[config.mk]
export PLATFORM = sky130hd
export DESIGN_NAME = mem_scheduler
export DESIGN_NICKNAME = d
export VERILOG_FILES = /design/src/hdl/core_side_pkg.sv /design/src/hdl/mem_side_pkg.sv /design/src/hdl/elastic_fifo.sv /design/src/hdl/tag_slot_table.sv /design/src/hdl/batch_sequencer.sv /design/src/hdl/rsp_assembler.sv /design/src/hdl/mem_scheduler.sv
export SDC_FILE = /design/constraint.sdc
export NUM_CORES = 2
export LEC_CHECK = 0
export ABC_AREA = 1
export BUFFER_PORTS_ARGS = -buffer_cell sky130_fd_sc_hd__buf_2
export CORE_MARGIN = 2
export CORE_UTILIZATION = 40
export CTS_BUF_LIST = sky130_fd_sc_hd__clkbuf_4 sky130_fd_sc_hd__clkbuf_8
export DETAILED_ROUTE_END_ITERATION = 16
export GPL_TIMING_DRIVEN = 0
export PLACE_DENSITY = 0.64
export SLEW_MARGIN = 20
export SYNTH_ARGS = -nofsm -noshare
export SYNTH_HDL_FRONTEND = slang
export SYNTH_HIERARCHICAL = 1
export SYNTH_SLANG_ARGS = --single-unit
[constraint.sdc]
create_clock -name clk -period 44.3 [get_ports clk]
set_clock_uncertainty 0.2 [all_clocks]
set_input_delay 4.43 -clock clk [delete_from_list [all_inputs] [get_ports clk]]
set_output_delay 4.43 -clock clk [all_outputs]
set_load 0.02 [all_outputs]
[src/hdl/core_side_pkg.sv]
// ####################
// Core side of the memory scheduler
// Lane widths and request/response structs
// ####################

package core_side_pkg;

    localparam int NUM_LANES      = 4;
    localparam int WORD_WIDTH     = 32;
    localparam int BYTES_PER_WORD = 4;
    localparam int ADDR_WIDTH     = 30;
    localparam int CORE_TAG_WIDTH = 8;

    typedef struct packed {
        logic                                          rw;
        logic [NUM_LANES-1:0]                          mask;
        logic [NUM_LANES-1:0][BYTES_PER_WORD-1:0]      byteen;
        logic [NUM_LANES-1:0][ADDR_WIDTH-1:0]          addr;
        logic [NUM_LANES-1:0][WORD_WIDTH-1:0]          data;
        logic [CORE_TAG_WIDTH-1:0]                     tag;
    } core_req_t;

    typedef struct packed {
        logic [NUM_LANES-1:0]                          mask;
        logic [NUM_LANES-1:0][WORD_WIDTH-1:0]          data;
        logic [CORE_TAG_WIDTH-1:0]                     tag;
    } core_rsp_t;

endpackage

[src/hdl/mem_side_pkg.sv]
// ####################
// Memory side of the scheduler
// Channel widths, tag layout and memory structs
// ####################

package mem_side_pkg;

    import core_side_pkg::*;

    localparam int MEM_CHANNELS = 2;
    localparam int NUM_BATCHES  = NUM_LANES / MEM_CHANNELS;
    localparam int BATCH_BITS   = 1;
    // Widest slot index allows up to 8 slots
    localparam int SLOT_BITS    = 3;

    typedef struct packed {
        logic [SLOT_BITS-1:0]  slot;
        logic [BATCH_BITS-1:0] batch;
    } mem_tag_t;

    // Core request with its tag swapped for a slot number
    typedef struct packed {
        logic                                     rw;
        logic [NUM_LANES-1:0]                     mask;
        logic [NUM_LANES-1:0][BYTES_PER_WORD-1:0] byteen;
        logic [NUM_LANES-1:0][ADDR_WIDTH-1:0]     addr;
        logic [NUM_LANES-1:0][WORD_WIDTH-1:0]     data;
        logic [SLOT_BITS-1:0]                     slot;
    } queued_req_t;

    typedef struct packed {
        logic [MEM_CHANNELS-1:0]                     mask;
        logic                                        rw;
        logic [MEM_CHANNELS-1:0][BYTES_PER_WORD-1:0] byteen;
        logic [MEM_CHANNELS-1:0][ADDR_WIDTH-1:0]     addr;
        logic [MEM_CHANNELS-1:0][WORD_WIDTH-1:0]     data;
        mem_tag_t                                    tag;
    } mem_req_t;

    typedef struct packed {
        logic [MEM_CHANNELS-1:0]                 mask;
        logic [MEM_CHANNELS-1:0][WORD_WIDTH-1:0] data;
        mem_tag_t                                tag;
    } mem_rsp_t;

endpackage

[src/hdl/elastic_fifo.sv]
// ####################
// Elastic FIFO with a registered output stage
// ####################

`timescale 1ns/1ps

module elastic_fifo #(
    parameter type payload_t = logic [31:0],
    parameter int  DEPTH     = 2
) (
    input  logic     clk,
    input  logic     reset,
    input  logic     in_valid,
    output logic     in_ready,
    input  payload_t in_data,
    output logic     out_valid,
    input  logic     out_ready,
    output payload_t out_data
);
    localparam int PTR_W = $clog2(DEPTH);
    localparam int CNT_W = $clog2(DEPTH + 1);

    payload_t         mem [DEPTH];
    logic [PTR_W-1:0] wr_ptr;
    logic [PTR_W-1:0] rd_ptr;
    logic [CNT_W-1:0] buf_count;
    logic             push;
    logic             load;
    logic             from_buf;
    logic             bypass;
    logic             to_buf;

    assign push     = in_valid && in_ready;
    // Output register is free or drains this cycle
    assign load     = ~out_valid || out_ready;
    assign from_buf = load && (buf_count != '0);
    assign bypass   = load && (buf_count == '0) && push;
    assign to_buf   = push && ~bypass;
    // Output stage counts toward capacity
    assign in_ready = (buf_count + CNT_W'(out_valid)) < CNT_W'(DEPTH);

    always_ff @(posedge clk) begin
        if (reset) begin
            wr_ptr    <= '0;
            rd_ptr    <= '0;
            buf_count <= '0;
            out_valid <= 1'b0;
        end else begin
            if (to_buf)
                wr_ptr <= wr_ptr + PTR_W'(1);
            if (from_buf)
                rd_ptr <= rd_ptr + PTR_W'(1);
            buf_count <= buf_count + CNT_W'(to_buf) - CNT_W'(from_buf);
            if (load)
                out_valid <= from_buf || bypass;
        end
    end

    always_ff @(posedge clk) begin
        if (to_buf)
            mem[wr_ptr] <= in_data;
        if (from_buf)
            out_data <= mem[rd_ptr];
        else if (bypass)
            out_data <= in_data;
    end

endmodule

[src/hdl/tag_slot_table.sv]
// ####################
// Read slot table that hands out free slots
// and keeps the core tag of each pending read
// ####################

`timescale 1ns/1ps

module tag_slot_table
    import core_side_pkg::*;
    import mem_side_pkg::*;
#(
    parameter int QUEUE_SIZE = 4
) (
    input  logic                      clk,
    input  logic                      reset,
    input  logic                      alloc,
    input  logic [CORE_TAG_WIDTH-1:0] alloc_tag,
    output logic [SLOT_BITS-1:0]      alloc_slot,
    input  logic                      release_en,
    input  logic [SLOT_BITS-1:0]      lookup_slot,
    output logic [CORE_TAG_WIDTH-1:0] lookup_tag,
    output logic                      full,
    output logic                      empty
);
    localparam int IDX_W = $clog2(QUEUE_SIZE);

    logic [QUEUE_SIZE-1:0]     used_r;
    logic [CORE_TAG_WIDTH-1:0] tags_r [QUEUE_SIZE];

    // Lowest free slot wins
    always_comb begin
        alloc_slot = '0;
        for (int i = QUEUE_SIZE - 1; i >= 0; i--) begin
            if (!used_r[i])
                alloc_slot = SLOT_BITS'(i);
        end
    end

    assign full       = &used_r;
    assign empty      = ~|used_r;
    assign lookup_tag = tags_r[lookup_slot[IDX_W-1:0]];

    // Alloc takes a free slot and release a used one, so they never collide
    always_ff @(posedge clk) begin
        if (reset) begin
            used_r <= '0;
        end else begin
            if (alloc)
                used_r[alloc_slot[IDX_W-1:0]] <= 1'b1;
            if (release_en)
                used_r[lookup_slot[IDX_W-1:0]] <= 1'b0;
        end
    end

    always_ff @(posedge clk) begin
        if (alloc)
            tags_r[alloc_slot[IDX_W-1:0]] <= alloc_tag;
    end

endmodule

[src/hdl/batch_sequencer.sv]
// ####################
// Splits a queued request into
// memory channel batches
// ####################

`timescale 1ns/1ps

module batch_sequencer
    import core_side_pkg::*;
    import mem_side_pkg::*;
(
    input  logic        clk,
    input  logic        reset,
    input  logic        in_valid,
    output logic        in_ready,
    input  queued_req_t in_req,
    output logic        out_valid,
    input  logic        out_ready,
    output mem_req_t    out_req
);
    logic [NUM_BATCHES-1:0][MEM_CHANNELS-1:0]                     batch_mask;
    logic [NUM_BATCHES-1:0][MEM_CHANNELS-1:0][BYTES_PER_WORD-1:0] batch_byteen;
    logic [NUM_BATCHES-1:0][MEM_CHANNELS-1:0][ADDR_WIDTH-1:0]     batch_addr;
    logic [NUM_BATCHES-1:0][MEM_CHANNELS-1:0][WORD_WIDTH-1:0]     batch_data;
    logic [BATCH_BITS-1:0] batch_idx_r;
    logic [BATCH_BITS-1:0] last_batch;
    logic                  cur_empty;
    logic                  step;
    logic                  is_last;

    // Lane b*MEM_CHANNELS+c goes to channel c of batch b
    always_comb begin
        for (int b = 0; b < NUM_BATCHES; b++) begin
            for (int c = 0; c < MEM_CHANNELS; c++) begin
                batch_mask[b][c]   = in_req.mask[b * MEM_CHANNELS + c];
                batch_byteen[b][c] = in_req.byteen[b * MEM_CHANNELS + c];
                batch_addr[b][c]   = in_req.addr[b * MEM_CHANNELS + c];
                batch_data[b][c]   = in_req.data[b * MEM_CHANNELS + c];
            end
        end
    end

    // Highest batch with any lane set
    always_comb begin
        last_batch = '0;
        for (int b = 0; b < NUM_BATCHES; b++) begin
            if (|batch_mask[b])
                last_batch = BATCH_BITS'(b);
        end
    end

    assign cur_empty = ~|batch_mask[batch_idx_r];
    assign out_valid = in_valid && ~cur_empty;
    // Empty batches are consumed without a transfer
    assign step      = in_valid && (cur_empty || out_ready);
    assign is_last   = (batch_idx_r == last_batch);
    assign in_ready  = step && is_last;

    always_comb begin
        out_req.mask      = batch_mask[batch_idx_r];
        out_req.rw        = in_req.rw;
        out_req.byteen    = batch_byteen[batch_idx_r];
        out_req.addr      = batch_addr[batch_idx_r];
        out_req.data      = batch_data[batch_idx_r];
        out_req.tag.slot  = in_req.slot;
        out_req.tag.batch = batch_idx_r;
    end

    always_ff @(posedge clk) begin
        if (reset) begin
            batch_idx_r <= '0;
        end else if (step) begin
            if (is_last)
                batch_idx_r <= '0;
            else
                batch_idx_r <= batch_idx_r + BATCH_BITS'(1);
        end
    end

endmodule

[src/hdl/rsp_assembler.sv]
// ####################
// Gathers memory responses per slot
// into one core response
// ####################

`timescale 1ns/1ps

module rsp_assembler
    import core_side_pkg::*;
    import mem_side_pkg::*;
#(
    parameter int QUEUE_SIZE = 4
) (
    input  logic                      clk,
    input  logic                      reset,
    input  logic                      alloc,
    input  logic [SLOT_BITS-1:0]      alloc_slot,
    input  logic [NUM_LANES-1:0]      alloc_mask,
    input  logic                      mem_rsp_valid,
    output logic                      mem_rsp_ready,
    input  mem_rsp_t                  mem_rsp,
    input  logic [CORE_TAG_WIDTH-1:0] lookup_tag,
    output logic                      release_en,
    output logic                      core_rsp_valid,
    input  logic                      core_rsp_ready,
    output core_rsp_t                 core_rsp
);
    localparam int IDX_W = $clog2(QUEUE_SIZE);

    logic [NUM_LANES-1:0]                 orig_mask_r [QUEUE_SIZE];
    logic [NUM_LANES-1:0]                 rem_mask_r  [QUEUE_SIZE];
    logic [NUM_LANES-1:0][WORD_WIDTH-1:0] data_r      [QUEUE_SIZE];
    logic [IDX_W-1:0]                     rsp_slot;
    logic [IDX_W-1:0]                     new_slot;
    logic [NUM_LANES-1:0]                 cur_mask;
    logic [NUM_LANES-1:0]                 rem_next;
    logic [NUM_LANES-1:0][WORD_WIDTH-1:0] data_next;
    logic                                 complete;
    logic                                 rsp_fire;

    assign rsp_slot = mem_rsp.tag.slot[IDX_W-1:0];
    assign new_slot = alloc_slot[IDX_W-1:0];

    // Core lanes covered by this batch
    always_comb begin
        for (int r = 0; r < NUM_LANES; r++) begin
            cur_mask[r] = (mem_rsp.tag.batch == BATCH_BITS'(r / MEM_CHANNELS))
                          && mem_rsp.mask[r % MEM_CHANNELS];
        end
    end

    always_comb begin
        data_next = data_r[rsp_slot];
        for (int r = 0; r < NUM_LANES; r++) begin
            if (cur_mask[r])
                data_next[r] = mem_rsp.data[r % MEM_CHANNELS];
        end
    end

    assign rem_next = rem_mask_r[rsp_slot] & ~cur_mask;
    assign complete = ~|rem_next;

    // Stall only a completing response the core cannot take
    assign mem_rsp_ready  = core_rsp_ready || ~complete;
    assign rsp_fire       = mem_rsp_valid && mem_rsp_ready;
    assign core_rsp_valid = mem_rsp_valid && complete;
    assign release_en     = core_rsp_valid && core_rsp_ready;

    assign core_rsp.mask = orig_mask_r[rsp_slot];
    assign core_rsp.data = data_next;
    assign core_rsp.tag  = lookup_tag;

    always_ff @(posedge clk) begin
        if (reset) begin
            rem_mask_r <= '{default: '0};
        end else begin
            if (alloc)
                rem_mask_r[new_slot] <= alloc_mask;
            if (rsp_fire)
                rem_mask_r[rsp_slot] <= rem_next;
        end
    end

    always_ff @(posedge clk) begin
        if (alloc)
            orig_mask_r[new_slot] <= alloc_mask;
        if (rsp_fire)
            data_r[rsp_slot] <= data_next;
    end

endmodule

[src/hdl/mem_scheduler.sv]
// ####################
// Memory request scheduler top level
// Queues core requests, batches them to memory, reassembles responses
// ####################

`timescale 1ns/1ps

module mem_scheduler
    import core_side_pkg::*;
    import mem_side_pkg::*;
#(
    parameter int QUEUE_SIZE    = 4,
    parameter int MEM_BUF_DEPTH = 2
) (
    input  logic      clk,
    input  logic      reset,
    input  logic      core_req_valid,
    output logic      core_req_ready,
    input  core_req_t core_req,
    output logic      core_rsp_valid,
    input  logic      core_rsp_ready,
    output core_rsp_t core_rsp,
    output logic      mem_req_valid,
    input  logic      mem_req_ready,
    output mem_req_t  mem_req,
    input  logic      mem_rsp_valid,
    output logic      mem_rsp_ready,
    input  mem_rsp_t  mem_rsp,
    output logic      idle
);
    queued_req_t               qreq_in;
    queued_req_t               qreq_out;
    logic                      reqq_in_ready;
    logic                      reqq_out_valid;
    logic                      reqq_out_ready;
    mem_req_t                  seq_req;
    logic                      seq_valid;
    logic                      seq_ready;
    logic                      slot_ok;
    logic                      alloc;
    logic                      release_en;
    logic                      slots_full;
    logic                      slots_empty;
    logic [SLOT_BITS-1:0]      alloc_slot;
    logic [CORE_TAG_WIDTH-1:0] lookup_tag;

    // Reads need a free slot, writes only need queue room
    assign slot_ok        = core_req.rw || ~slots_full;
    assign core_req_ready = reqq_in_ready && slot_ok;
    assign alloc          = core_req_valid && core_req_ready && ~core_req.rw;
    assign idle           = ~reqq_out_valid && slots_empty;

    assign qreq_in.rw     = core_req.rw;
    assign qreq_in.mask   = core_req.mask;
    assign qreq_in.byteen = core_req.byteen;
    assign qreq_in.addr   = core_req.addr;
    assign qreq_in.data   = core_req.data;
    assign qreq_in.slot   = alloc_slot;

    elastic_fifo #(.payload_t(queued_req_t), .DEPTH(QUEUE_SIZE)) req_queue (
        .clk(clk), .reset(reset),
        .in_valid(core_req_valid && slot_ok), .in_ready(reqq_in_ready), .in_data(qreq_in),
        .out_valid(reqq_out_valid), .out_ready(reqq_out_ready), .out_data(qreq_out)
    );

    tag_slot_table #(.QUEUE_SIZE(QUEUE_SIZE)) slot_table (
        .clk(clk), .reset(reset),
        .alloc(alloc), .alloc_tag(core_req.tag), .alloc_slot(alloc_slot),
        .release_en(release_en), .lookup_slot(mem_rsp.tag.slot), .lookup_tag(lookup_tag),
        .full(slots_full), .empty(slots_empty)
    );

    batch_sequencer sequencer (
        .clk(clk), .reset(reset),
        .in_valid(reqq_out_valid), .in_ready(reqq_out_ready), .in_req(qreq_out),
        .out_valid(seq_valid), .out_ready(seq_ready), .out_req(seq_req)
    );

    elastic_fifo #(.payload_t(mem_req_t), .DEPTH(MEM_BUF_DEPTH)) mem_req_buf (
        .clk(clk), .reset(reset),
        .in_valid(seq_valid), .in_ready(seq_ready), .in_data(seq_req),
        .out_valid(mem_req_valid), .out_ready(mem_req_ready), .out_data(mem_req)
    );

    rsp_assembler #(.QUEUE_SIZE(QUEUE_SIZE)) assembler (
        .clk(clk), .reset(reset),
        .alloc(alloc), .alloc_slot(alloc_slot), .alloc_mask(core_req.mask),
        .mem_rsp_valid(mem_rsp_valid), .mem_rsp_ready(mem_rsp_ready), .mem_rsp(mem_rsp),
        .lookup_tag(lookup_tag), .release_en(release_en),
        .core_rsp_valid(core_rsp_valid), .core_rsp_ready(core_rsp_ready), .core_rsp(core_rsp)
    );

endmodule

==> results.py <==
metrics = {
    "yosys": {
        "synth_cells": 7383,
        "async_flop_share": 0,
        "postSynthAreaPerCell_um2": 12.7,
        "muxShareOfSynthArea": 0,
        "yosys.area_share.simple": 0.122,
        "synth_area_leaders": "edfxtp_1, nor2_1, nand2_1, o21ai_0, a31oi_1",
        "synth_top_family_by_area": "simple AND/OR/NAND/NOR gates",
        "synth_flop_cell": "edfxtp_1",
        "synth_edf_count": 2337,
        "syn_nets": 7746,
        "synth_area_leader_cell": "edfxtp_1",
        "yosysSeqAreaShare": 0.758,
        "yosys.area_share.adder": 0.00142,
        "ys_ff_latch": 2374,
        "synth_cell_types": 42,
        "synth_compound_area_frac": 0.0799,
        "synth_top_cell_area_share": 0.750,
        "synth-xor-area-share": 0.000281,
        "yosys_warnings": 6,
        "syn_area_um2": 93500,
    },
    "power_and_ir_drop": {
        "p_seq_frac": 0.444,
        "powerDensity_nw_per_um2": 65.8,
        "swShare": 0.352,
        "pwr-share-clk": 0.258,
        "ir_worst_vdd_v": 0.0000533,
        "intPower_w": 0.00473,
        "p_leak_nw": 40.3,
        "totalPowerFinal_w": 0.00730,
        "p_sw_w": 0.00257,
        "combPwrFrac": 0.298,
    },
    "floorplan": {
        "core_area_um2": 233000,
        "die_x_um": 488,
        "io_pins": 637,
        "start_util": 0.402,
        "die_height_um": 488,
        "core.rowCount": 177,
        "dieArea_um2": 238000,
    },
    "cts": {
        "cts.path.max_buffers": 4,
        "tritoncts": "built",
        "post-cts-setup-buffers": 0,
        "cts_hold_buf": 0,
        "htreeDepth": 5,
        "path_clk_slew_ns": 0.06,
        "cts_resized": 0,
        "cts_buffers": 400,
        "cts_num_sinks": 2374,
        "cts-root-buf": "clkbuf_8",
        "clk_latency_ns": 1.10,
    },
    "setup_path": {
        "cp-start-kind": "input pin",
        "endpoint_kind": "output port",
        "timing_worst_setup_path_type": "in -> out",
        "path_max_fanout": 10,
        "r2r_cells": 16,
        "critPathRequiredTime_ns": 39.67,
        "arrival_ns": 7.54,
        "r2r_slack_ns": 39.66,
    },
    "grt": {
        "grt_use_total": 0.227,
        "antenna_found_initial": 164,
        "grt_first_pass_wirelength_um": 398000,
        "grt_max_degree": 91,
        "grt.overflow.total": 0,
        "grt_pass1_vias": 60500,
    },
    "sta": {
        "min_period_ns": 12.17,
        "fmax_mhz": 82.2,
        "finalSetupViolations": 0,
        "hold_viol": 0,
        "rsz0062_at_grt": "no",
        "hold_slack_ns": 0.259,
        "tns_ns": 0,
        "period_share": 0.275,
        "worstMarginPinSlew_ns": 1.08,
        "slew_headroom": 0.273,
        "slew_viol_final": 0,
    },
    "status": {
        "status": "finished, final reports clean",
    },
    "route": {
        "drt_pre_antenna_iters": 8,
        "route.antenna.remaining_nets": 0,
        "drc": 0,
        "dr_total_vias": 62700,
        "via_per_inst": 5.26,
        "drt-wirelength-per-cell_um": 23.3,
        "finalWirelength_um": 278000,
        "drtIter0Drc": 6838,
    },
    "place": {
        "port_buffers": 634,
        "dpl_cell_area_um2": 103000,
        "detailed_place_hpwl_um": 190000,
        "gp_congestion": 0.849,
    },
    "job": {
        "drv_cap": 0,
    },
    "final_layout": {
        "nFillCells": 20300,
        "fin_util": 0.477,
        "fin_area_um2": 111000,
        "layout-drive-gt1-share": 0.196,
        "area_growth_pct": 18.6,
        "final_nets": 8892,
    },
    "hold_path": {
        "hold_depth": 1,
        "hold_class": "reg -> reg",
    },
}
==> metal layers <==
metal  GRT usage  vias to the layer above  wire length (µm)
li1            -                    28600                 -
met1       0.283                    30200            105000
met2       0.359                     3058            129000
met3      0.0673                      724             29600
met4       0.111                      120             13700
met5           0                        -               753
==> area by class of cell <==
| class | count | area [µm²] | share of cell area |
|---|---|---|---|
| Inverter | 277 | 1050 | 0.00951 |
| Clock inverter | 176 | 1140 | 0.0103 |
| Multi-Input combinational cell | 4294 | 19200 | 0.173 |
| Clock buffer | 517 | 6430 | 0.0579 |
| Tap cell | 3043 | 3810 | 0.0343 |
| Sequential cell | 2374 | 70900 | 0.639 |
| Antenna cell | 73 | 183 | 0.00165 |
| Buffer | 438 | 2510 | 0.0226 |
| Timing Repair Buffer | 744 | 5720 | 0.0516 |
==> path summary, 6_finish.rpt <==
path                                                    startpoint                               to
worst max-delay path                                    mem_rsp[2]                     core_rsp[45]
worst min register to register     mem_req_buf/rd_ptr$_SDFFE_PP0P_                             flop
worst min-delay path               mem_req_buf/rd_ptr$_SDFFE_PP0P_                             flop
worst max register to register  sequencer/batch_idx_r$_SDFFE_PP0P_  req_queue/mem[3][142]$_DFFE_PP_
==> metrics by stage <==
stage	setup slack [ns]	instances
finish	32.13	11900
global route	32.10	11900
CTS	32.26	11900
detailed placement	32.27	11200
global placement	16.69	11100
floorplan	27.02	7383
==> critical path: stages <==
cell and delay [ns]:
buf_2 0.16, buf_4 0.21, inv_1 0.14, nor2_2 0.60
buf_2 0.41, buf_2 0.45, nand2_1 0.09, nand4_1 0.17
nand2_1 0.10, o21ai_0 0.43, buf_2 0.32
==> sequential cells by signal, indices dropped and copies added, names as in the netlist, 2 cells and up, named ones only <==
| signal | count |
|---|---|
| req_queue/rd_ptr | 2 |
| req_queue/wr_ptr | 2 |
| mem_req_buf/mem | 278 |
| req_queue/mem | 1088 |
| assembler/orig_mask_r | 16 |
| mem_req_buf/out_data | 139 |
| slot_table/used_r | 4 |
| req_queue/out_data | 272 |
| slot_table/tags_r | 32 |
| assembler/data_r | 512 |
| req_queue/buf_count | 3 |
| assembler/rem_mask_r | 16 |
| mem_req_buf/buf_count | 2 |
==> cell usage after synthesis, drive strengths merged, types with 4 or more instances <==
| cell | count |
|---|---|
| inv | 275 |
| a21oi | 24 |
| buf | 291 |
| edfxtp | 2337 |
| nand3 | 32 |
| nand2 | 1347 |
| clkbuf | 147 |
| ha | 9 |
| a31oi | 297 |
| a41oi | 12 |
| nand4 | 98 |
| a22oi | 58 |
| dfxtp | 37 |
| o21ai | 955 |
| a21boi | 4 |
| nor2 | 1441 |
| and3 | 7 |
==> power by group through the flow <==
stage               logic, W  registers [W]  clock network, W
floorplan            0.00115        0.00345                 0
global placement     0.00201        0.00352                 0
detailed placement   0.00216        0.00328                 0
CTS                  0.00217        0.00324           0.00192
global route         0.00235        0.00327           0.00201
finish               0.00217        0.00324           0.00188
==> cells by family after synthesis <==
kind of cell	after synthesis
fa+ha+maj	10
simple gates	2929
flops	2374
xor+xnor	3
other cells	1
buf+inv	715
compound gates	1351
==> cell usage in the layout (no fill, tap or decap), types with 110 or more instances in the layout <==
cell	instances
inv_1	265
nor2_1	1417
o21ai_1	316
o21ai_0	618
buf_2	798
a31oi_1	297
edfxtp_1	2337
clkbuf_4	110
clkbuf_8	407
clkbuf_1	133
nand2_1	1316
(Power assumes the default switching activity.)
